`config.mk`:
```
export PLATFORM = sky130hd
export DESIGN_NAME = ctrl_endp
export DESIGN_NICKNAME = d
export VERILOG_FILES = /design/src/verilog/usb_std_pkg.sv /design/src/verilog/ctrl_endp_pkg.sv /design/src/verilog/setup_if.sv /design/src/verilog/setup_decoder.sv /design/src/verilog/transfer_fsm.sv /design/src/verilog/device_state.sv /design/src/verilog/descriptor_rom.sv /design/src/verilog/ctrl_endp.sv
export VERILOG_INCLUDE_DIRS = /design/src /design/src/verilog
export SDC_FILE = /design/constraint.sdc
export NUM_CORES = 1
export LEC_CHECK = 0
export BUFFER_PORTS_ARGS = -buffer_cell sky130_fd_sc_hd__buf_4
export CORE_MARGIN = 2
export CORE_UTILIZATION = 60
export CTS_BUF_LIST = sky130_fd_sc_hd__clkbuf_4
export DETAILED_ROUTE_END_ITERATION = 6
export MAX_ROUTING_LAYER = met4
export PLACE_DENSITY_LB_ADDON = 0.08
export SETUP_SLACK_MARGIN = 0.3
export SLEW_MARGIN = 20
export SYNTH_ARGS = -nofsm -noshare
export SYNTH_HDL_FRONTEND = slang
export SYNTH_SLANG_ARGS = --single-unit
```
`constraint.sdc`:
```
create_clock -name clk_i -period 5.6 [get_ports clk_i]
set_input_delay 1.12 -clock clk_i [delete_from_list [all_inputs] [get_ports clk_i]]
set_output_delay 1.12 -clock clk_i [all_outputs]
set_load 0.02 [all_outputs]
```
`src/verilog/ctrl_endp_config.svh`:
```
/*
 * control endpoint configuration
 * device identity, endpoint 0 packet size and counter widths
 */
`ifndef CTRL_ENDP_CONFIG_SVH
`define CTRL_ENDP_CONFIG_SVH

// device identity reported in the device descriptor
`define CE_VENDOR_ID      16'hfff0
`define CE_PRODUCT_ID     16'h0001

`define CE_EP0_MAXPKT     8'd8   // full speed ep0 packet size

// standard device descriptor length
`define CE_DEV_DESCR_LEN  18

// data stage byte counter, also wLength after saturation
`define CE_BC_WIDTH       5

`endif

```
`src/verilog/usb_std_pkg.sv`:
```
/*
 * usb standard definitions
 * request codes, recipients and descriptor types from chapter 9
 */
package usb_std_pkg;

   // standard bRequest codes handled by ep0
   typedef enum logic [7:0] {
      STD_SET_ADDRESS       = 8'd5,
      STD_GET_DESCRIPTOR    = 8'd6,
      STD_GET_CONFIGURATION = 8'd8,
      STD_SET_CONFIGURATION = 8'd9
   } usb_std_req_e;

   // bmRequestType[1:0]
   typedef enum logic [1:0] {
      REC_DEVICE    = 2'd0,
      REC_INTERFACE = 2'd1,
      REC_ENDPOINT  = 2'd2
   } usb_recipient_e;

   // high byte of wValue in GET_DESCRIPTOR
   typedef enum logic [7:0] {
      DESCR_DEVICE        = 8'd1,
      DESCR_CONFIGURATION = 8'd2,
      DESCR_STRING        = 8'd3
   } usb_descr_type_e;

endpackage

```
`src/verilog/ctrl_endp_pkg.sv`:
```
/*
 * control endpoint internal types
 * transfer stage, decoded request and device state
 */
package ctrl_endp_pkg;

   typedef enum logic [2:0] {
      ST_IDLE,
      ST_SETUP,
      ST_DATA,
      ST_STATUS,
      ST_STALL    // held until next setup
   } stage_e;

   typedef enum logic [2:0] {
      REQ_NONE,
      REQ_GET_CONFIG,
      REQ_GET_DEV_DESCR,
      REQ_SET_ADDRESS,
      REQ_SET_CONFIG,
      REQ_UNSUPPORTED
   } req_e;

   typedef enum logic [1:0] {
      DEV_DEFAULT,
      DEV_ADDRESS,
      DEV_CONFIGURED
   } dev_state_e;

endpackage

```
`src/verilog/setup_if.sv`:
```
/*
 * decoded setup packet
 * driven by the setup decoder, read by the stage FSM and device state
 */
`include "ctrl_endp_config.svh"

interface setup_if;
   import ctrl_endp_pkg::*;

   req_e                    req;
   logic                    in_dir;      // bmRequestType[7]
   logic [`CE_BC_WIDTH-1:0] max_length;  // saturated wLength
   logic [6:0]              wvalue_lo;   // address or config value
   logic                    complete;    // exactly eight bytes seen

   modport decoder (output req, in_dir, max_length, wvalue_lo, complete);
   modport fsm (input req, in_dir, max_length, complete);
   modport devstate (input req, wvalue_lo);

endinterface

```
`src/verilog/setup_decoder.sv`:
```
/*
 * setup packet decoder
 * counts the eight setup bytes, checks every field and reduces the
 * packet to one supported request or UNSUPPORTED
 */
`include "ctrl_endp_config.svh"

module setup_decoder (
   input  logic                      clk_i,
   input  logic                      rstn_i,
   input  logic                      usb_reset_i,
   input  logic                      setup_i,
   input  logic                      out_valid_i,
   input  logic                      out_ready_i,
   input  logic [7:0]                out_data_i,
   input  ctrl_endp_pkg::dev_state_e dev_state_i,
   setup_if.decoder                  sif
);
   import ctrl_endp_pkg::*;
   import usb_std_pkg::*;

   localparam int BCW = `CE_BC_WIDTH;

   logic [3:0]     byte_cnt_q;  // 9 marks an overlong packet
   req_e           req_q, req_d;
   logic           in_dir_q, in_dir_d;
   logic [BCW-1:0] max_len_q, max_len_d;
   logic [6:0]     wvalue_q, wvalue_d;
   logic           bad;
   logic           setup_stb;
   logic           data_stb;

   assign setup_stb = out_ready_i & setup_i;
   assign data_stb  = out_ready_i & out_valid_i & ~setup_i;

   always_comb begin
      req_d     = req_q;
      in_dir_d  = in_dir_q;
      max_len_d = max_len_q;
      wvalue_d  = wvalue_q;
      bad       = 1'b0;
      case (byte_cnt_q)
         4'd0: begin // bmRequestType, standard type to device only
            in_dir_d = out_data_i[7];
            bad = (out_data_i[6:5] != 2'b00) || (out_data_i[4:2] != 3'b000) ||
                  (out_data_i[1:0] != REC_DEVICE);
         end
         4'd1: begin // bRequest
            case (out_data_i)
               STD_GET_CONFIGURATION: begin
                  req_d = REQ_GET_CONFIG;
                  bad   = ~in_dir_q || (dev_state_i == DEV_DEFAULT);
               end
               STD_GET_DESCRIPTOR: begin
                  req_d = REQ_GET_DEV_DESCR; // type checked in wValue high
                  bad   = ~in_dir_q;
               end
               STD_SET_ADDRESS: begin
                  req_d = REQ_SET_ADDRESS;
                  bad   = in_dir_q;
               end
               STD_SET_CONFIGURATION: begin
                  req_d = REQ_SET_CONFIG;
                  bad   = in_dir_q || (dev_state_i == DEV_DEFAULT);
               end
               default: bad = 1'b1;
            endcase
         end
         4'd2: begin // wValue low
            wvalue_d = out_data_i[6:0];
            case (req_q)
               REQ_SET_ADDRESS: bad = out_data_i[7];     // address above 127
               REQ_SET_CONFIG:  bad = out_data_i > 8'd1;
               default:         bad = out_data_i != 8'd0; // descriptor index too
            endcase
         end
         4'd3: begin // wValue high
            if (req_q == REQ_GET_DEV_DESCR)
               bad = out_data_i != DESCR_DEVICE;
            else
               bad = out_data_i != 8'd0;
         end
         4'd4, 4'd5: bad = out_data_i != 8'd0; // wIndex
         4'd6: begin // wLength low
            max_len_d = ((out_data_i >> BCW) != 8'd0) ? '1 : out_data_i[BCW-1:0];
            case (req_q)
               REQ_GET_CONFIG:    bad = out_data_i != 8'd1;
               REQ_GET_DEV_DESCR: bad = 1'b0;
               default:           bad = out_data_i != 8'd0;
            endcase
         end
         4'd7: begin // wLength high
            if (out_data_i != 8'd0) begin
               if (req_q == REQ_GET_DEV_DESCR)
                  max_len_d = '1;  // saturate, descriptor is short anyway
               else
                  bad = 1'b1;
            end
         end
         default: ;
      endcase
      // once rejected the request stays rejected
      if (bad || req_q == REQ_UNSUPPORTED)
         req_d = REQ_UNSUPPORTED;
   end

   always_ff @(posedge clk_i or negedge rstn_i) begin
      if (!rstn_i) begin
         byte_cnt_q <= 4'd0;
         req_q      <= REQ_NONE;
      end else if (usb_reset_i || setup_stb) begin
         byte_cnt_q <= 4'd0;
         req_q      <= REQ_NONE;
      end else if (data_stb && byte_cnt_q != 4'd9) begin
         byte_cnt_q <= byte_cnt_q + 4'd1;
         if (byte_cnt_q < 4'd8)
            req_q <= req_d;
      end
   end

   // packet fields, only meaningful once complete
   always_ff @(posedge clk_i) begin
      if (data_stb && byte_cnt_q < 4'd8) begin
         in_dir_q  <= in_dir_d;
         max_len_q <= max_len_d;
         wvalue_q  <= wvalue_d;
      end
   end

   assign sif.req        = req_q;
   assign sif.in_dir     = in_dir_q;
   assign sif.max_length = max_len_q;
   assign sif.wvalue_lo  = wvalue_q;
   assign sif.complete   = byte_cnt_q == 4'd8;

endmodule

```
`src/verilog/transfer_fsm.sv`:
```
/*
 * control transfer stage FSM
 * sequences setup, data, status and stall stages from the SIE strobes,
 * counts data stage bytes and signals the acknowledged status stage
 */
`include "ctrl_endp_config.svh"

module transfer_fsm (
   input  logic                    clk_i,
   input  logic                    rstn_i,
   input  logic                    usb_reset_i,
   input  logic                    setup_i,
   input  logic                    out_valid_i,
   input  logic                    out_err_i,
   input  logic                    out_ready_i,
   input  logic                    in_req_i,
   input  logic                    in_ready_i,
   input  logic                    in_data_ack_i,
   setup_if.fsm                    sif,
   output logic                    stall_o,
   output logic                    in_valid_o,
   output logic                    in_zlp_o,
   output logic [`CE_BC_WIDTH-1:0] in_byte_idx_o,
   output logic                    commit_o
);
   import ctrl_endp_pkg::*;

   localparam int BCW = `CE_BC_WIDTH;

   stage_e         stage_q, stage_d;
   logic [BCW-1:0] byte_cnt_q, byte_cnt_d;
   logic [BCW-1:0] resp_len;
   logic [BCW-1:0] limit;
   logic           last;
   logic           in_req_q;
   logic           strobe;
   logic           setup_ev, err_ev, data_ev, ack_ev, end_ev;
   logic           resp_valid, resp_zlp;

   // decode the kind of OUT strobe
   assign strobe   = out_ready_i | in_ready_i;
   assign setup_ev = out_ready_i & setup_i;
   assign err_ev   = out_ready_i & out_err_i & ~setup_i;
   assign data_ev  = out_ready_i & out_valid_i & ~setup_i & ~out_err_i;
   assign ack_ev   = out_ready_i & in_data_ack_i & ~setup_i & ~out_err_i & ~out_valid_i;
   assign end_ev   = out_ready_i & ~setup_i & ~out_err_i & ~out_valid_i & ~in_data_ack_i;

   // bytes to send: smaller of wLength and the response
   assign resp_len = (sif.req == REQ_GET_DEV_DESCR) ? BCW'(`CE_DEV_DESCR_LEN) : BCW'(1);
   assign limit    = (sif.max_length < resp_len) ? sif.max_length : resp_len;
   assign last     = byte_cnt_q == limit;

   always_comb begin
      stage_d    = stage_q;
      byte_cnt_d = byte_cnt_q;
      resp_valid = 1'b0;
      resp_zlp   = 1'b0;
      commit_o   = 1'b0;
      case (stage_q)
         ST_IDLE: begin
            if (data_ev || in_ready_i)
               stage_d = ST_STALL;
         end
         ST_SETUP: begin
            if (ack_ev || in_ready_i)
               stage_d = ST_STALL;
            else if (end_ev) begin
               if (!sif.complete || sif.req == REQ_UNSUPPORTED)
                  stage_d = ST_STALL;
               else if (sif.in_dir && sif.max_length != '0)
                  stage_d = ST_DATA;
               else
                  stage_d = ST_STATUS; // OUT request or zero wLength
            end
         end
         ST_DATA: begin
            resp_valid = ~last;
            if (data_ev)
               stage_d = ST_STALL;
            else if (in_ready_i) begin
               if (last)
                  stage_d = ST_STALL; // host reads past the end
               else
                  byte_cnt_d = byte_cnt_q + 1'b1;
            end else if (ack_ev && last)
               stage_d = ST_STATUS;
         end
         ST_STATUS: begin
            if (!sif.in_dir) begin
               resp_valid = 1'b1;  // zero length handshake packet
               resp_zlp   = 1'b1;
               if (ack_ev) begin
                  commit_o = 1'b1;
                  stage_d  = ST_IDLE;
               end else if (data_ev || end_ev)
                  stage_d = ST_STALL;
            end else begin
               if (end_ev)
                  stage_d = ST_IDLE;
               else if (data_ev || in_ready_i)
                  stage_d = ST_STALL;
            end
         end
         default: ; // stall waits for setup
      endcase

      if (setup_ev) begin
         stage_d    = ST_SETUP;
         byte_cnt_d = '0;
      end else if (err_ev && stage_q != ST_STALL)
         stage_d = ST_IDLE;
   end

   always_ff @(posedge clk_i or negedge rstn_i) begin
      if (!rstn_i) begin
         stage_q    <= ST_IDLE;
         byte_cnt_q <= '0;
      end else if (usb_reset_i) begin
         stage_q    <= ST_IDLE;
         byte_cnt_q <= '0;
      end else if (strobe) begin
         stage_q    <= stage_d;
         byte_cnt_q <= byte_cnt_d;
      end
   end

   always_ff @(posedge clk_i or negedge rstn_i) begin
      if (!rstn_i)
         in_req_q <= 1'b0;
      else
         in_req_q <= in_req_i;
   end

   assign stall_o       = stage_q == ST_STALL;
   assign in_valid_o    = in_req_q & resp_valid;
   assign in_zlp_o      = in_req_q & resp_zlp;
   assign in_byte_idx_o = byte_cnt_q;

endmodule

```
`src/verilog/device_state.sv`:
```
/*
 * device address and state
 * loads the new address or configuration when the status stage of the
 * request is acknowledged
 */
module device_state (
   input  logic                      clk_i,
   input  logic                      rstn_i,
   input  logic                      usb_reset_i,
   input  logic                      commit_i,
   setup_if.devstate                 sif,
   output ctrl_endp_pkg::dev_state_e dev_state_o,
   output logic [6:0]                addr_o,
   output logic                      configured_o
);
   import ctrl_endp_pkg::*;

   dev_state_e state_q;
   logic [6:0] addr_q;

   always_ff @(posedge clk_i or negedge rstn_i) begin
      if (!rstn_i) begin
         state_q <= DEV_DEFAULT;
         addr_q  <= 7'd0;
      end else if (usb_reset_i) begin
         state_q <= DEV_DEFAULT;
         addr_q  <= 7'd0;
      end else if (commit_i) begin
         case (sif.req)
            REQ_SET_ADDRESS: begin
               addr_q <= sif.wvalue_lo;
               // address 0 drops back to default
               state_q <= (sif.wvalue_lo == 7'd0) ? DEV_DEFAULT : DEV_ADDRESS;
            end
            REQ_SET_CONFIG: begin
               state_q <= sif.wvalue_lo[0] ? DEV_CONFIGURED : DEV_ADDRESS;
            end
            default: ;
         endcase
      end
   end

   assign dev_state_o  = state_q;
   assign addr_o       = addr_q;
   assign configured_o = state_q == DEV_CONFIGURED;

endmodule

```
`src/verilog/descriptor_rom.sv`:
```
/*
 * IN data source
 * device descriptor table and the GET_CONFIGURATION reply byte
 */
`include "ctrl_endp_config.svh"

module descriptor_rom (
   input  ctrl_endp_pkg::req_e       req_i,
   input  logic [`CE_BC_WIDTH-1:0]   byte_idx_i,
   input  ctrl_endp_pkg::dev_state_e dev_state_i,
   output logic [7:0]                in_data_o
);
   import ctrl_endp_pkg::*;
   import usb_std_pkg::*;

   localparam logic [15:0] VID = `CE_VENDOR_ID;
   localparam logic [15:0] PID = `CE_PRODUCT_ID;

   // cdc device, class info at interface level
   localparam logic [7:0] DEV_DESCR [`CE_DEV_DESCR_LEN] = '{
      8'(`CE_DEV_DESCR_LEN), // bLength
      8'(DESCR_DEVICE),
      8'h00,                 // bcdUSB 2.00
      8'h02,
      8'h02,                 // bDeviceClass communications
      8'h00,
      8'h00,
      `CE_EP0_MAXPKT,
      VID[7:0],
      VID[15:8],
      PID[7:0],
      PID[15:8],
      8'h00,                 // bcdDevice 1.00
      8'h01,
      8'h00,                 // no strings
      8'h00,
      8'h00,
      8'h01                  // bNumConfigurations
   };

   always_comb begin
      in_data_o = 8'h00;
      case (req_i)
         REQ_GET_CONFIG: in_data_o = {7'd0, dev_state_i == DEV_CONFIGURED};
         REQ_GET_DEV_DESCR: begin
            if (byte_idx_i < `CE_DEV_DESCR_LEN)
               in_data_o = DEV_DESCR[byte_idx_i];
         end
         default: ;
      endcase
   end

endmodule

```
`src/verilog/ctrl_endp.sv`:
```
/*
 * usb full speed control endpoint 0
 * answers GET_DESCRIPTOR, SET_ADDRESS and the configuration requests
 * behind a serial interface engine, stalls everything else
 */
`include "ctrl_endp_config.svh"

module ctrl_endp (
   input  logic       clk_i,
   input  logic       rstn_i,
   input  logic       usb_reset_i,
   input  logic       setup_i,
   input  logic [7:0] out_data_i,
   input  logic       out_valid_i,
   input  logic       out_err_i,
   input  logic       out_ready_i,
   input  logic       in_req_i,
   input  logic       in_ready_i,
   input  logic       in_data_ack_i,
   output logic       configured_o,
   output logic [6:0] addr_o,
   output logic       stall_o,
   output logic [7:0] in_data_o,
   output logic       in_zlp_o,
   output logic       in_valid_o
);
   import ctrl_endp_pkg::*;

   setup_if                 sif ();
   dev_state_e              dev_state;
   logic                    commit;       // status stage acked
   logic [`CE_BC_WIDTH-1:0] in_byte_idx;

   setup_decoder i_setup_decoder (
      .clk_i       (clk_i),
      .rstn_i      (rstn_i),
      .usb_reset_i (usb_reset_i),
      .setup_i     (setup_i),
      .out_valid_i (out_valid_i),
      .out_ready_i (out_ready_i),
      .out_data_i  (out_data_i),
      .dev_state_i (dev_state),
      .sif         (sif)
   );

   transfer_fsm i_transfer_fsm (
      .clk_i         (clk_i),
      .rstn_i        (rstn_i),
      .usb_reset_i   (usb_reset_i),
      .setup_i       (setup_i),
      .out_valid_i   (out_valid_i),
      .out_err_i     (out_err_i),
      .out_ready_i   (out_ready_i),
      .in_req_i      (in_req_i),
      .in_ready_i    (in_ready_i),
      .in_data_ack_i (in_data_ack_i),
      .sif           (sif),
      .stall_o       (stall_o),
      .in_valid_o    (in_valid_o),
      .in_zlp_o      (in_zlp_o),
      .in_byte_idx_o (in_byte_idx),
      .commit_o      (commit)
   );

   device_state i_device_state (
      .clk_i        (clk_i),
      .rstn_i       (rstn_i),
      .usb_reset_i  (usb_reset_i),
      .commit_i     (commit),
      .sif          (sif),
      .dev_state_o  (dev_state),
      .addr_o       (addr_o),
      .configured_o (configured_o)
   );

   descriptor_rom i_descriptor_rom (
      .req_i       (sif.req),
      .byte_idx_i  (in_byte_idx),
      .dev_state_i (dev_state),
      .in_data_o   (in_data_o)
   );

endmodule

```
# Word level (Yosys, flattened, before mapping)
# Memories as Yosys holds them, arrays and structs flattened.
# Cells that the tools add are included.
# classes
mux	64
n_reduce_logical	47
n_bitwise	24
eq_ne	34
n_addsub	2
magnitude_cmp	5
# ops
op	n
two-way mux 3 bit	21
two-way mux 5 bit	12
two-way mux 8 bit	3
one-hot mux 3 bit (4 select lines)	2
two-way mux 7 bit	3
inequality test 7 x 4 -> 1 bit (second input constant)	3
bitwise AND 1 bit	16
equality test 4 x 3 -> 1 bit (second input constant)	4
equality test 8 x 3 -> 1 bit (second input constant)	2
equality test 8 x 4 -> 1 bit (second input constant)	2
one-hot mux 8 bit (2 select lines)	1
nonzero test 2 bit	8
nonzero test 8 bit	2
nonzero test 3 bit	5
equality test 3 x 2 -> 1 bit (second input constant)	4
logical OR 1 bit	10
two-way mux 1 bit	10
one-hot mux 5 bit (2 select lines)	1
equality test 3 bit (second input constant)	3
inequality test 3 bit (second input constant)	3
equality test 4 x 2 -> 1 bit (second input constant)	2
greater-than comparator 8 x 1 -> 1 bit (second input constant)	1
two-way mux 4 bit	2
inequality test 8 x 1 -> 1 bit (second input constant)	1
other kinds (36)	55
# word_totals
inputBits	18
memories	1
output_inout_bits	19
word_cells	187
mem_bits_ro	256
regBits	38
# mem_list
name	words	width	read_ports	rd_ports_with_merged_regs	write_ports	line_no	text
(name not given)	32	8	1	0	0	descriptor_rom.sv:47	in_data_o = DEV_DESCR[byte_idx_i];

# Longest topological paths before layout
# Gate-level depths: netlist (run 1).
# logic_depth
word_depth	14
depth_mapped	11
mapped_depth_nobuf	10

# By module
# Synthesis (run 1) repeated with hierarchy kept, for this count alone.
# unflattened
cells_unflattened	312
area_unflattened_um2	2975.4
# modules_own_cells
mod	cells_each	n_inst	area_each_um2	seq_area_each_um2
setup_decoder	120	1	1238.7	565.5
transfer_fsm	119	1	1029.7	225.2
device_state	43	1	457.9	225.2
descriptor_rom	30	1	249.0	0.0

# Worst setup path before layout (run 1)
# OpenSTA, ideal clock, no wires.
# synth_timing
path_type	reg2out
from	register i_setup_decoder.req_q[2] (netlist: i_setup_decoder.sif.req[2])
to	output port in_valid_o
slack_ps	1487
stages_incl_launch_ff	11
t_arrival_ps	2993
t_required_ps	4480
n_path_buf	0
path_cell_list	dfrtp_1 -> nor3b_4 -> inv_2 -> ha_1 -> or3_4 -> o311a_1 -> a32oi_2 -> o211ai_4 -> nand2_1 -> o21ai_0 -> nor4bb_1
# synth_between
elab_chain_len	8
# synth_rtl
item	line_no	text
start: declaration	setup_decoder.sv:25	req_e req_q, req_d;
start signal: assignment	setup_decoder.sv:117	req_q <= req_d;
equality test 3 x 2 -> 1 bit (*)	transfer_fsm.sv:49	assign resp_len = (sif.req == REQ_GET_DEV_DESCR) ? BCW'(`CE_DEV_DESCR_LEN) : BCW'(1);
two-way mux 5 bit (*)	transfer_fsm.sv:49	
less-than comparator 5 bit	transfer_fsm.sv:50	assign limit = (sif.max_length < resp_len) ? sif.max_length : resp_len;
two-way mux 5 bit (*)	transfer_fsm.sv:50	
equality test 5 bit (*)	transfer_fsm.sv:51	assign last = byte_cnt_q == limit;
NOT 1 bit (*)	transfer_fsm.sv:77	resp_valid = ~last;
one-hot mux 1 bit (2 select lines) (*)	transfer_fsm.sv:59	case (stage_q)
bitwise AND 1 bit (*)	transfer_fsm.sv:135	assign in_valid_o = in_req_q & resp_valid;
end: declaration	ctrl_endp.sv:25	output logic in_valid_o
# Every way passes the cells marked *; elsewhere a longest branch is shown, timed or not.

# Final worst setup path (run 1)
# layout_timing
from	register i_setup_decoder.req_q[1] (netlist: i_setup_decoder.sif.req[1])
to	output port in_valid_o
# Same word-level chain as after synthesis.

==> impl_summary.md, run 1 <==
Critical path
The worst-path maximum fanout is 10. The timing startpoint of the critical path is i_setup_decoder.sif.req[1]$_DFFE_PN0P_. The critical path capture point is in_valid_o.

The category of the worst setup path launch point is a flop. The maximum single-stage delay on the critical path is 0.51 ns. The critical register-to-register path endpoint is i_transfer_fsm.stage_q[0]$_DFFE_PN0P_.

The cell class contributing the biggest share of worst-path delay is simple AND/OR/NAND/NOR gates. The startpoint identified for the worst register-to-register timing path is i_setup_decoder.sif.req[1]$_DFFE_PN0P_. The worst setup path is of the reg2out kind.

The endpoint type of the worst setup path is an output pin. For this design, the slowest cell found on the critical path is sky130_fd_sc_hd__dfrtp_1. The endpoint required time on the critical path is 4.48 ns. The number of buffer and inverter instances along the worst setup path is 2.

The number of cells on the worst reg-to-reg path is 10. The critical path arrival is 3.34 ns. Traced cell by cell, the critical path runs through nor3b_4 > inv_2 > ha_1 > or3_4 > o311a_1 > a32oi_2 > o211ai_4 > nand2_1 > o21ai_0 > nor4bb_1 > buf_4.

Counting buffers and inverters, the worst setup path is 11 cells deep. The reg-to-reg setup timing slack is 2.57 ns.

Logic synthesis
The number of warnings reported in the yosys synthesis log is 0. The synthesized area is 2900 um2. The flop and latch count out of synthesis is 38. The primary flip-flop cell chosen by synthesis mapping is sky130_fd_sc_hd__dfrtp_1. The sequential fraction of the synthesis area is 35.1%.

When the netlist entered floorplanning its net count stood at 340. The synthesized instance count is 312. The synthesized netlist contains 77 unique library cells. The async set-or-reset flop fraction in the synthesized netlist is 65.8%.

The post-synthesis area per instance is 9.28 um2. In this run, synthesis inferred 13 flip-flops with an integrated enable.

Routing
The remaining antenna violation count after routing is 0. The first-iteration detailed-routing DRC count is 104. The via count is 2,439. The per-cell via count in the routed design is 6.17. The number of DRC violations after detailed routing is 0. The aggregate routed wire length is 6.58 mm. Dividing the detail-routed wire length by the instance count gives 16.7 um.

The first detailed-routing pass took 4 iterations.

Die
The core region is 4690 um2. The starting density of the core is 61.7%. The die is 73.5 um wide. The die outline area is 5400 um2. The number of rows in the core area is 25. The die span in y is 73.5 um. 37 I/O pins were placed.

Global route
The global-route wire length before repair is 10.9 mm. Entering global routing, the biggest net connects 26 pins. The initial antenna violation count was 0.

Summed over all layers, the global routing overflow is 0. Across every metal layer, demand over resource in global routing totals 26.8%. The number of global-route vias before repair is 2,204.

STA
The final critical path takes up 79.6% of the cycle. The largest clock skew in the final design is 0.00954 ns. Hold timing on the final database bottoms out at a slack of 0.533 ns. Setup repair after global routing left no endpoint under its margin. The total negative slack is 0 ns. The worst-case setup margin in the final layout is 1.14 ns. Static timing analysis puts the maximum clock frequency at 0.224 GHz. The max-slew headroom at the worst pin is 58.0%.

The final hold violation count is 0. Setup violations remaining at the end of the flow were counted as 0. For the finished layout, the period the worst path requires is 4.46 ns.

The count of final max-slew check failures came to 0. The transition time of the tightest slew-check pin is 0.621 ns.

Placement
The placed wire-length estimate is 4.95 mm. In this run the tool buffered the top-level ports with 36 buffer cells. Before CTS, the worst setup slack after placement is 1.54 ns. Including well taps, the total number of placed cells is 387. The area after detailed placement is 3140 um2. The congestion estimate from routability-driven global placement came to 0.950.

Power and ir drop
The total power divided by cell area is 185 nW/um2. In this run the static leakage power is 1.35 nW. The total chip power is 602 uW. VDD sags by at most 0.144 mV.

Finish
The area added between synthesis and finish is 12.1%. In the final layout, flip-flops and latches occupy 1020 um2. The number of antenna diodes in the final layout is 0. The proportion of layout cells with a drive suffix above 1 is 20.2%.

Once layout is complete, the cells apart from fillers number 395. The end-of-flow core utilization is 69.2%. At the end of the flow, the number of nets in the layout was 368. Summing all non-filler instances in the final layout gives an area of 3250 um2. The filler cells instantiated in the layout total 376.

The multi-input gate area in the final layout is 1720 um2.

Clock tree
The total setup buffers inserted after CTS is 0. The post-cts repair resize count is 0. The clock transition at the registers of the reported paths is 0.12 ns.

The clock passes through at most 2 buffers. TritonCTS built the clock tree. The tree is rooted in a sky130_fd_sc_hd__clkbuf_4.

The number of buffers inserted during clock tree synthesis is 5. The insertion delay of the later-clocked pin in the worst-skew pair is 0.35 ns. The number of clock sinks is 38. The maximum level of the CTS H-tree is 2. Buffers inserted to repair hold after CTS numbered 0.

Hold path
The min-delay analysis places its worst path in the category reg2reg. The startpoint of the most critical hold path is i_setup_decoder.sif.wvalue_lo[3]$_DFFE_PP_.

Run status
The flow ran to the end, and the final reports show no timing, DRC or antenna violations.

Run
Across the run, the number of max-cap violations was 0.
flip-flops by register name (all words and copies together), names as in the netlist:
signal and cells:
i_device_state.addr_o 7, i_setup_decoder.sif.wvalue_lo 7, i_setup_decoder.sif.max_length 5, i_transfer_fsm.in_byte_idx_o 5, i_setup_decoder.byte_cnt_q 4, i_setup_decoder.sif.req 3, i_transfer_fsm.stage_q 3, i_device_state.dev_state_o 2
i_setup_decoder.sif.in_dir 1, i_transfer_fsm.in_req_q 1
worst min path at each step:
stage                                                 endpoint  slack, ns  depth (start not counted)
final                     i_device_state.addr_o[3]$_DFFE_PN0P_       0.53                          2
after CTS                 i_device_state.addr_o[2]$_DFFE_PN0P_       0.54                          2
after detailed placement  i_device_state.addr_o[2]$_DFFE_PN0P_       0.51                          2
after global routing      i_device_state.addr_o[6]$_DFFE_PN0P_       0.56                          2
after floorplan           i_device_state.addr_o[6]$_DFFE_PN0P_       0.48                          2
after global placement    i_device_state.addr_o[1]$_DFFE_PN0P_       0.50                          2
cells by family (layout without fill, tap and decap cells):
group	after synthesis	in the layout	share of synthesized area, %
buf+inv	31	60	5.44
compound gates	79	79	22.0
mux	13	13	4.49
xor+xnor	8	8	2.42
simple gates	133	133	26.2
fa+ha+maj	10	10	4.32
flops	38	38	35.1
cell usage after synthesis, types with 3 or more instances:
master / count / area [um2]
sky130_fd_sc_hd__o21ai_0: 7 / 35.0
sky130_fd_sc_hd__or2_2: 5 / 31.3
sky130_fd_sc_hd__nor4b_1: 3 / 26.3
sky130_fd_sc_hd__nor3_1: 8 / 40.0
sky130_fd_sc_hd__clkbuf_1: 8 / 30.0
sky130_fd_sc_hd__xnor2_1: 7 / 61.3
sky130_fd_sc_hd__nor2b_1: 4 / 25.0
sky130_fd_sc_hd__mux2i_1: 13 / 130
sky130_fd_sc_hd__ha_1: 10 / 125
sky130_fd_sc_hd__dfrtp_1: 25 / 626
sky130_fd_sc_hd__a31oi_1: 4 / 25.0
sky130_fd_sc_hd__nand4_1: 4 / 25.0
sky130_fd_sc_hd__buf_4: 3 / 22.5
sky130_fd_sc_hd__nand2_1: 23 / 86.3
sky130_fd_sc_hd__a21oi_1: 23 / 115
sky130_fd_sc_hd__edfxtp_1: 13 / 390
sky130_fd_sc_hd__nand2b_1: 6 / 37.5
sky130_fd_sc_hd__inv_1: 14 / 52.6
sky130_fd_sc_hd__and3_1: 3 / 18.8
sky130_fd_sc_hd__nor3b_1: 5 / 37.5
sky130_fd_sc_hd__nor2_1: 36 / 135
sky130_fd_sc_hd__and2_1: 5 / 31.3
sky130_fd_sc_hd__o211ai_1: 3 / 22.5
sky130_fd_sc_hd__a221o_1: 3 / 30.0
sky130_fd_sc_hd__nand3b_1: 7 / 52.6
sky130_fd_sc_hd__nand3_1: 4 / 20.0
sky130_fd_sc_hd__nor4_1: 3 / 18.8
layout make-up:
class,instances,share of cell area [%]
tap,54,2.08
clock buffer,5,1.16
multi-input combinational,243,53.1
clock inverter,3,2.12
sequential,38,31.3
inverter,15,1.73
timing repair buffer,37,8.55
cell usage in the layout, fill, tap and decap left out, types with 3 or more instances in the layout:
cell type,synthesis,routed
sky130_fd_sc_hd__xnor2_1,7,7
sky130_fd_sc_hd__a221o_1,3,3
sky130_fd_sc_hd__nand2b_1,6,6
sky130_fd_sc_hd__nor3_1,8,8
sky130_fd_sc_hd__nand2_1,23,23
sky130_fd_sc_hd__mux2i_1,13,13
sky130_fd_sc_hd__ha_1,10,10
sky130_fd_sc_hd__nor4_1,3,3
sky130_fd_sc_hd__a31oi_1,4,4
sky130_fd_sc_hd__nand3b_1,7,7
sky130_fd_sc_hd__o21ai_0,7,7
sky130_fd_sc_hd__nand4_1,4,4
sky130_fd_sc_hd__o211ai_1,3,3
sky130_fd_sc_hd__or2_2,5,5
sky130_fd_sc_hd__clkbuf_4,0,5
sky130_fd_sc_hd__nand3_1,4,4
sky130_fd_sc_hd__a21oi_1,23,23
sky130_fd_sc_hd__edfxtp_1,13,13
sky130_fd_sc_hd__nor2b_1,4,4
sky130_fd_sc_hd__and3_1,3,3
sky130_fd_sc_hd__and2_1,5,5
sky130_fd_sc_hd__nor2_1,36,36
sky130_fd_sc_hd__nor4b_1,3,3
sky130_fd_sc_hd__dfrtp_1,25,25
sky130_fd_sc_hd__inv_1,14,14
sky130_fd_sc_hd__nor3b_1,5,5
sky130_fd_sc_hd__buf_4,3,37
worst reg2reg max path: cells and delay by family (launching register included):
| kind | cells | cell delay (ns) |
|---|---|---|
| AO/OA/AOI/OAI | 6 | 1.38 |
| AND/OR/NAND/NOR | 2 | 0.77 |
| flip-flops | 1 | 0.51 |
| adder cells (fa/ha/maj) | 1 | 0.22 |
| buffers and inverters | 1 | 0.09 |
power breakdown:
part           internal (mW)  leakage [nW]  total [mW]  switching, mW
sequential             0.290         0.462       0.297        0.00704
combinational         0.0272         0.833      0.0664         0.0392
clock                  0.140        0.0554       0.238         0.0986
total                  0.457          1.35       0.602          0.145
metal layers:
| metal | up-vias | wire (um) | global-route usage [%] |
|---|---|---|---|
| met4 | 0 | 72 | 5.66 |
| met3 | 8 | 376 | 4.25 |
| met2 | 65 | 3030 | 39.9 |
| li1 | 1215 | - | - |
| met5 | - | 0 | - |
| met1 | 1151 | 3100 | 38.6 |
No activity file was read; power rests on OpenSTA's default activity.
==> inputs of run 2 (changes only) <==
--- a/config.mk
+++ b/config.mk
@@ -8,7 +8,7 @@
 export LEC_CHECK = 0
 export BUFFER_PORTS_ARGS = -buffer_cell sky130_fd_sc_hd__buf_4
 export CORE_MARGIN = 2
-export CORE_UTILIZATION = 60
+export CORE_UTILIZATION = 55
 export CTS_BUF_LIST = sky130_fd_sc_hd__clkbuf_4
 export DETAILED_ROUTE_END_ITERATION = 6
 export MAX_ROUTING_LAYER = met4
==> constraint.sdc (replaced) <==
create_clock -name clk_i -period 3.8 [get_ports clk_i]
set_input_delay 0.76 -clock clk_i [delete_from_list [all_inputs] [get_ports clk_i]]
set_output_delay 0.76 -clock clk_i [all_outputs]
set_load 0.02 [all_outputs]
==> impl_summary.md, run 2 (same netlist as run 1, synthesis figures left out) <==
Critical path
The number of cells on the worst reg-to-reg path is 11. The number of buffer and inverter instances along the worst setup path is 2. For this run, the slowest stage of the critical path takes 0.45 ns. The worst setup path is launched from a flop. The reg-to-reg setup timing slack is 0.89 ns. By startpoint and endpoint, the worst setup path is classified as reg2out. The worst-path maximum fanout is 3. The most critical setup path has its endpoint at in_valid_o. The worst register-to-register path ends at i_transfer_fsm.stage_q[0]$_DFFE_PN0P_. The endpoint required time on the critical path is 3.04 ns. In this run the critical register-to-register path is launched from i_setup_decoder.sif.req[2]$_DFFE_PN0P_. The slowest stage of the critical path belongs to the cell sky130_fd_sc_hd__dfrtp_2. Tracing the worst setup path back leads to its startpoint at i_setup_decoder.sif.req[2]$_DFFE_PN0P_. The critical path arrival is 2.97 ns. The critical path runs through a total of 11 cells. The endpoint type of the worst setup path is an output pin.

Broken down by cell family, the worst path's largest delay share belongs to simple AND/OR/NAND/NOR gates. The signal on the critical path passes through nor3b_4 > inv_2 > ha_4 > or3_4 > o311a_4 > a32oi_2 > o211ai_4 > nand2_2 > o21ai_2 > nor4bb_4 > buf_4.

Finish
Counting the fill cells in the layout gives 416. The library cell used most frequently in the layout, excluding fill and tap cells, is sky130_fd_sc_hd__buf_4. The storage element area is 1020 um2. The multi-input gate area in the final layout is 1790 um2.

The finished layout holds 419 standard cells, fillers aside. The finished cells cover 3390 um2. The area added between synthesis and finish is 17.2%. The number of nets in the layout is 376.

At the end of the flow the core is filled with cells to 66.5%. The proportion of layout cells with a drive suffix above 1 is 24.4%. Leaving out fill and tap cells, the most frequent cells in the layout are sky130_fd_sc_hd__buf_4 (45), sky130_fd_sc_hd__nor2_1 (36), sky130_fd_sc_hd__dfrtp_1 (23), sky130_fd_sc_hd__a21oi_1 (22), sky130_fd_sc_hd__nand2_1 (22).

The number of antenna diodes in the final layout is 0.

Placement
The HPWL after detailed placement is 5.17 mm. The total instance count after detailed placement is 405. The global placement routability congestion is 0.972. The area after detailed placement is 3220 um2. Port buffering added 36 buffers.

Clock tree
The number of clock sinks is 38. The root buffer cell is sky130_fd_sc_hd__clkbuf_4. After clock tree synthesis, the clock-pin slew on the worst setup and hold paths is 0.14 ns.

The insertion delay of the later-clocked pin in the worst-skew pair is 0.37 ns. The H-tree generated during clock tree synthesis spans 2 levels. TritonCTS built the clock tree. The number of buffers inserted during clock tree synthesis is 5. The maximum clock path buffer count is 2.

STA
Measured against its own limit, the worst slew margin works out to 51.8%. The count of final max-slew check failures is 0. Setup violations remaining at the end of the flow were counted as 0. For the pin with the worst max-slew slack, the measured transition is 0.712 ns. Of the available clock period, the critical path in the final layout requires 98.1%.

The largest clock skew in the final design is 0.0212 ns. The final hold violation count is 0. The minimum period implied by the final worst setup slack is 3.73 ns.

Setup repair after global routing could not meet its margin everywhere. The maximum achievable frequency is 0.268 GHz. Adding up every negative setup slack in the final design gives 0 ns.

Global route
After global routing the overflow that remains totals 0. The initial antenna violation count is 0. The total track usage is 26.2%. The first global-routing pass estimated 11.9 mm of wire.

The number of global-route vias before repair was 2,346. Entering global routing, the biggest net connects 26 pins.

Die
The boundary pin count is 37. In this run the core area contains 26 standard-cell rows. The core region area is 5110 um2. The starting density of the core is 56.7%.

From left edge to right edge, the die measures 76.6 um. The die covers 5860 um2. The die is 76.6 um tall.

Hold path
The class of the worst hold path is in2async.

Routing
The routed wire length per instance is 16.9 um. The first-iteration detailed-routing DRC count is 174. In the routed design, unresolved DRC markers number 0. Using the TritonRoute via totals, the vias-per-cell ratio works out to 6.08. The first TritonRoute pass finished after 4 iterations.

The count of nets left with antenna violations once routing finished came out at 0. The via count is 2,548. Wires add up to 7.08 mm.

Power and ir drop
The internal power contribution is 675 uW. The proportion of power drawn by flip-flops and latches is 48.5%. Of the total power, the clock network draws 40.3%. The static leakage power is 1.40 nW.

The net switching power figure is 229 uW. Overall power consumption after layout is estimated at 904 uW. The switching part of the total is 25.3%. The part of the total power dissipated in combinational logic is 11.2%.

In this run the power density over the cells is 266 nW/um2. IR analysis of the VDD net gives a maximum drop of 0.236 mV.

Run status
The run finished with clean final reports.

Run
The max capacitance violation total is 0.
[run 2: worst min path at each step]
| stage | to | cells past startpoint |
|---|---|---|
| after floorplan | i_device_state.addr_o[0]$_DFFE_PN0P_ | 0 |
| after global placement | i_device_state.addr_o[5]$_DFFE_PN0P_ | 2 |
| after detailed placement | i_device_state.addr_o[6]$_DFFE_PN0P_ | 2 |
| after CTS | i_device_state.addr_o[5]$_DFFE_PN0P_ | 1 |
| after global routing | i_device_state.addr_o[5]$_DFFE_PN0P_ | 1 |
| final | i_setup_decoder.byte_cnt_q[1]$_DFFE_PN0P_ | 1 |
[run 2: repair_timing]
action / CTS / global route
endpoints found under the setup margin: 1 / 1
gates resized for setup: 6 / 0
setup buffers: 5 / 1
hold buffers: 0 / 0
pin swaps: 4 / 3
cloned: 0 / 0
[run 2: cell type report]
type / count / share of cell area [%]
Timing Repair Buffer: 45 / 9.95
Tap cell: 70 / 2.58
Sequential cell: 38 / 30.0
Multi-Input combinational cell: 243 / 52.7
Clock inverter: 3 / 2.03
Inverter: 15 / 1.66
Clock buffer: 5 / 1.11
[run 2: layer usage]
layer	track usage [%]	vias up	wire [um]
li1	-	1227	-
met3	3.91	10	437
met5	-	-	0
met4	8.55	0	111
met1	37.2	1229	3310
met2	38.6	82	3220
[run 2: stage by stage]
step,setup slack [ns],hold WS [ns]
2_1_floorplan,0.314,0.464
3_3_place_gp,0.187,0.502
3_5_place_dp,0.102,0.507
4_1_cts,0.0620,0.289
5_1_grt,-0.00520,0.302
6_report,0.0729,0.281
[run 2: power groups by stage]
stage | logic [mW] | clock network, mW | registers, mW
2_1_floorplan | 0.0655 | 0 | 0.440
3_3_place_gp | 0.0973 | 0 | 0.448
3_5_place_dp | 0.0981 | 0 | 0.447
4_1_cts | 0.101 | 0.371 | 0.438
5_1_grt | 0.111 | 0.383 | 0.440
6_report | 0.101 | 0.364 | 0.439
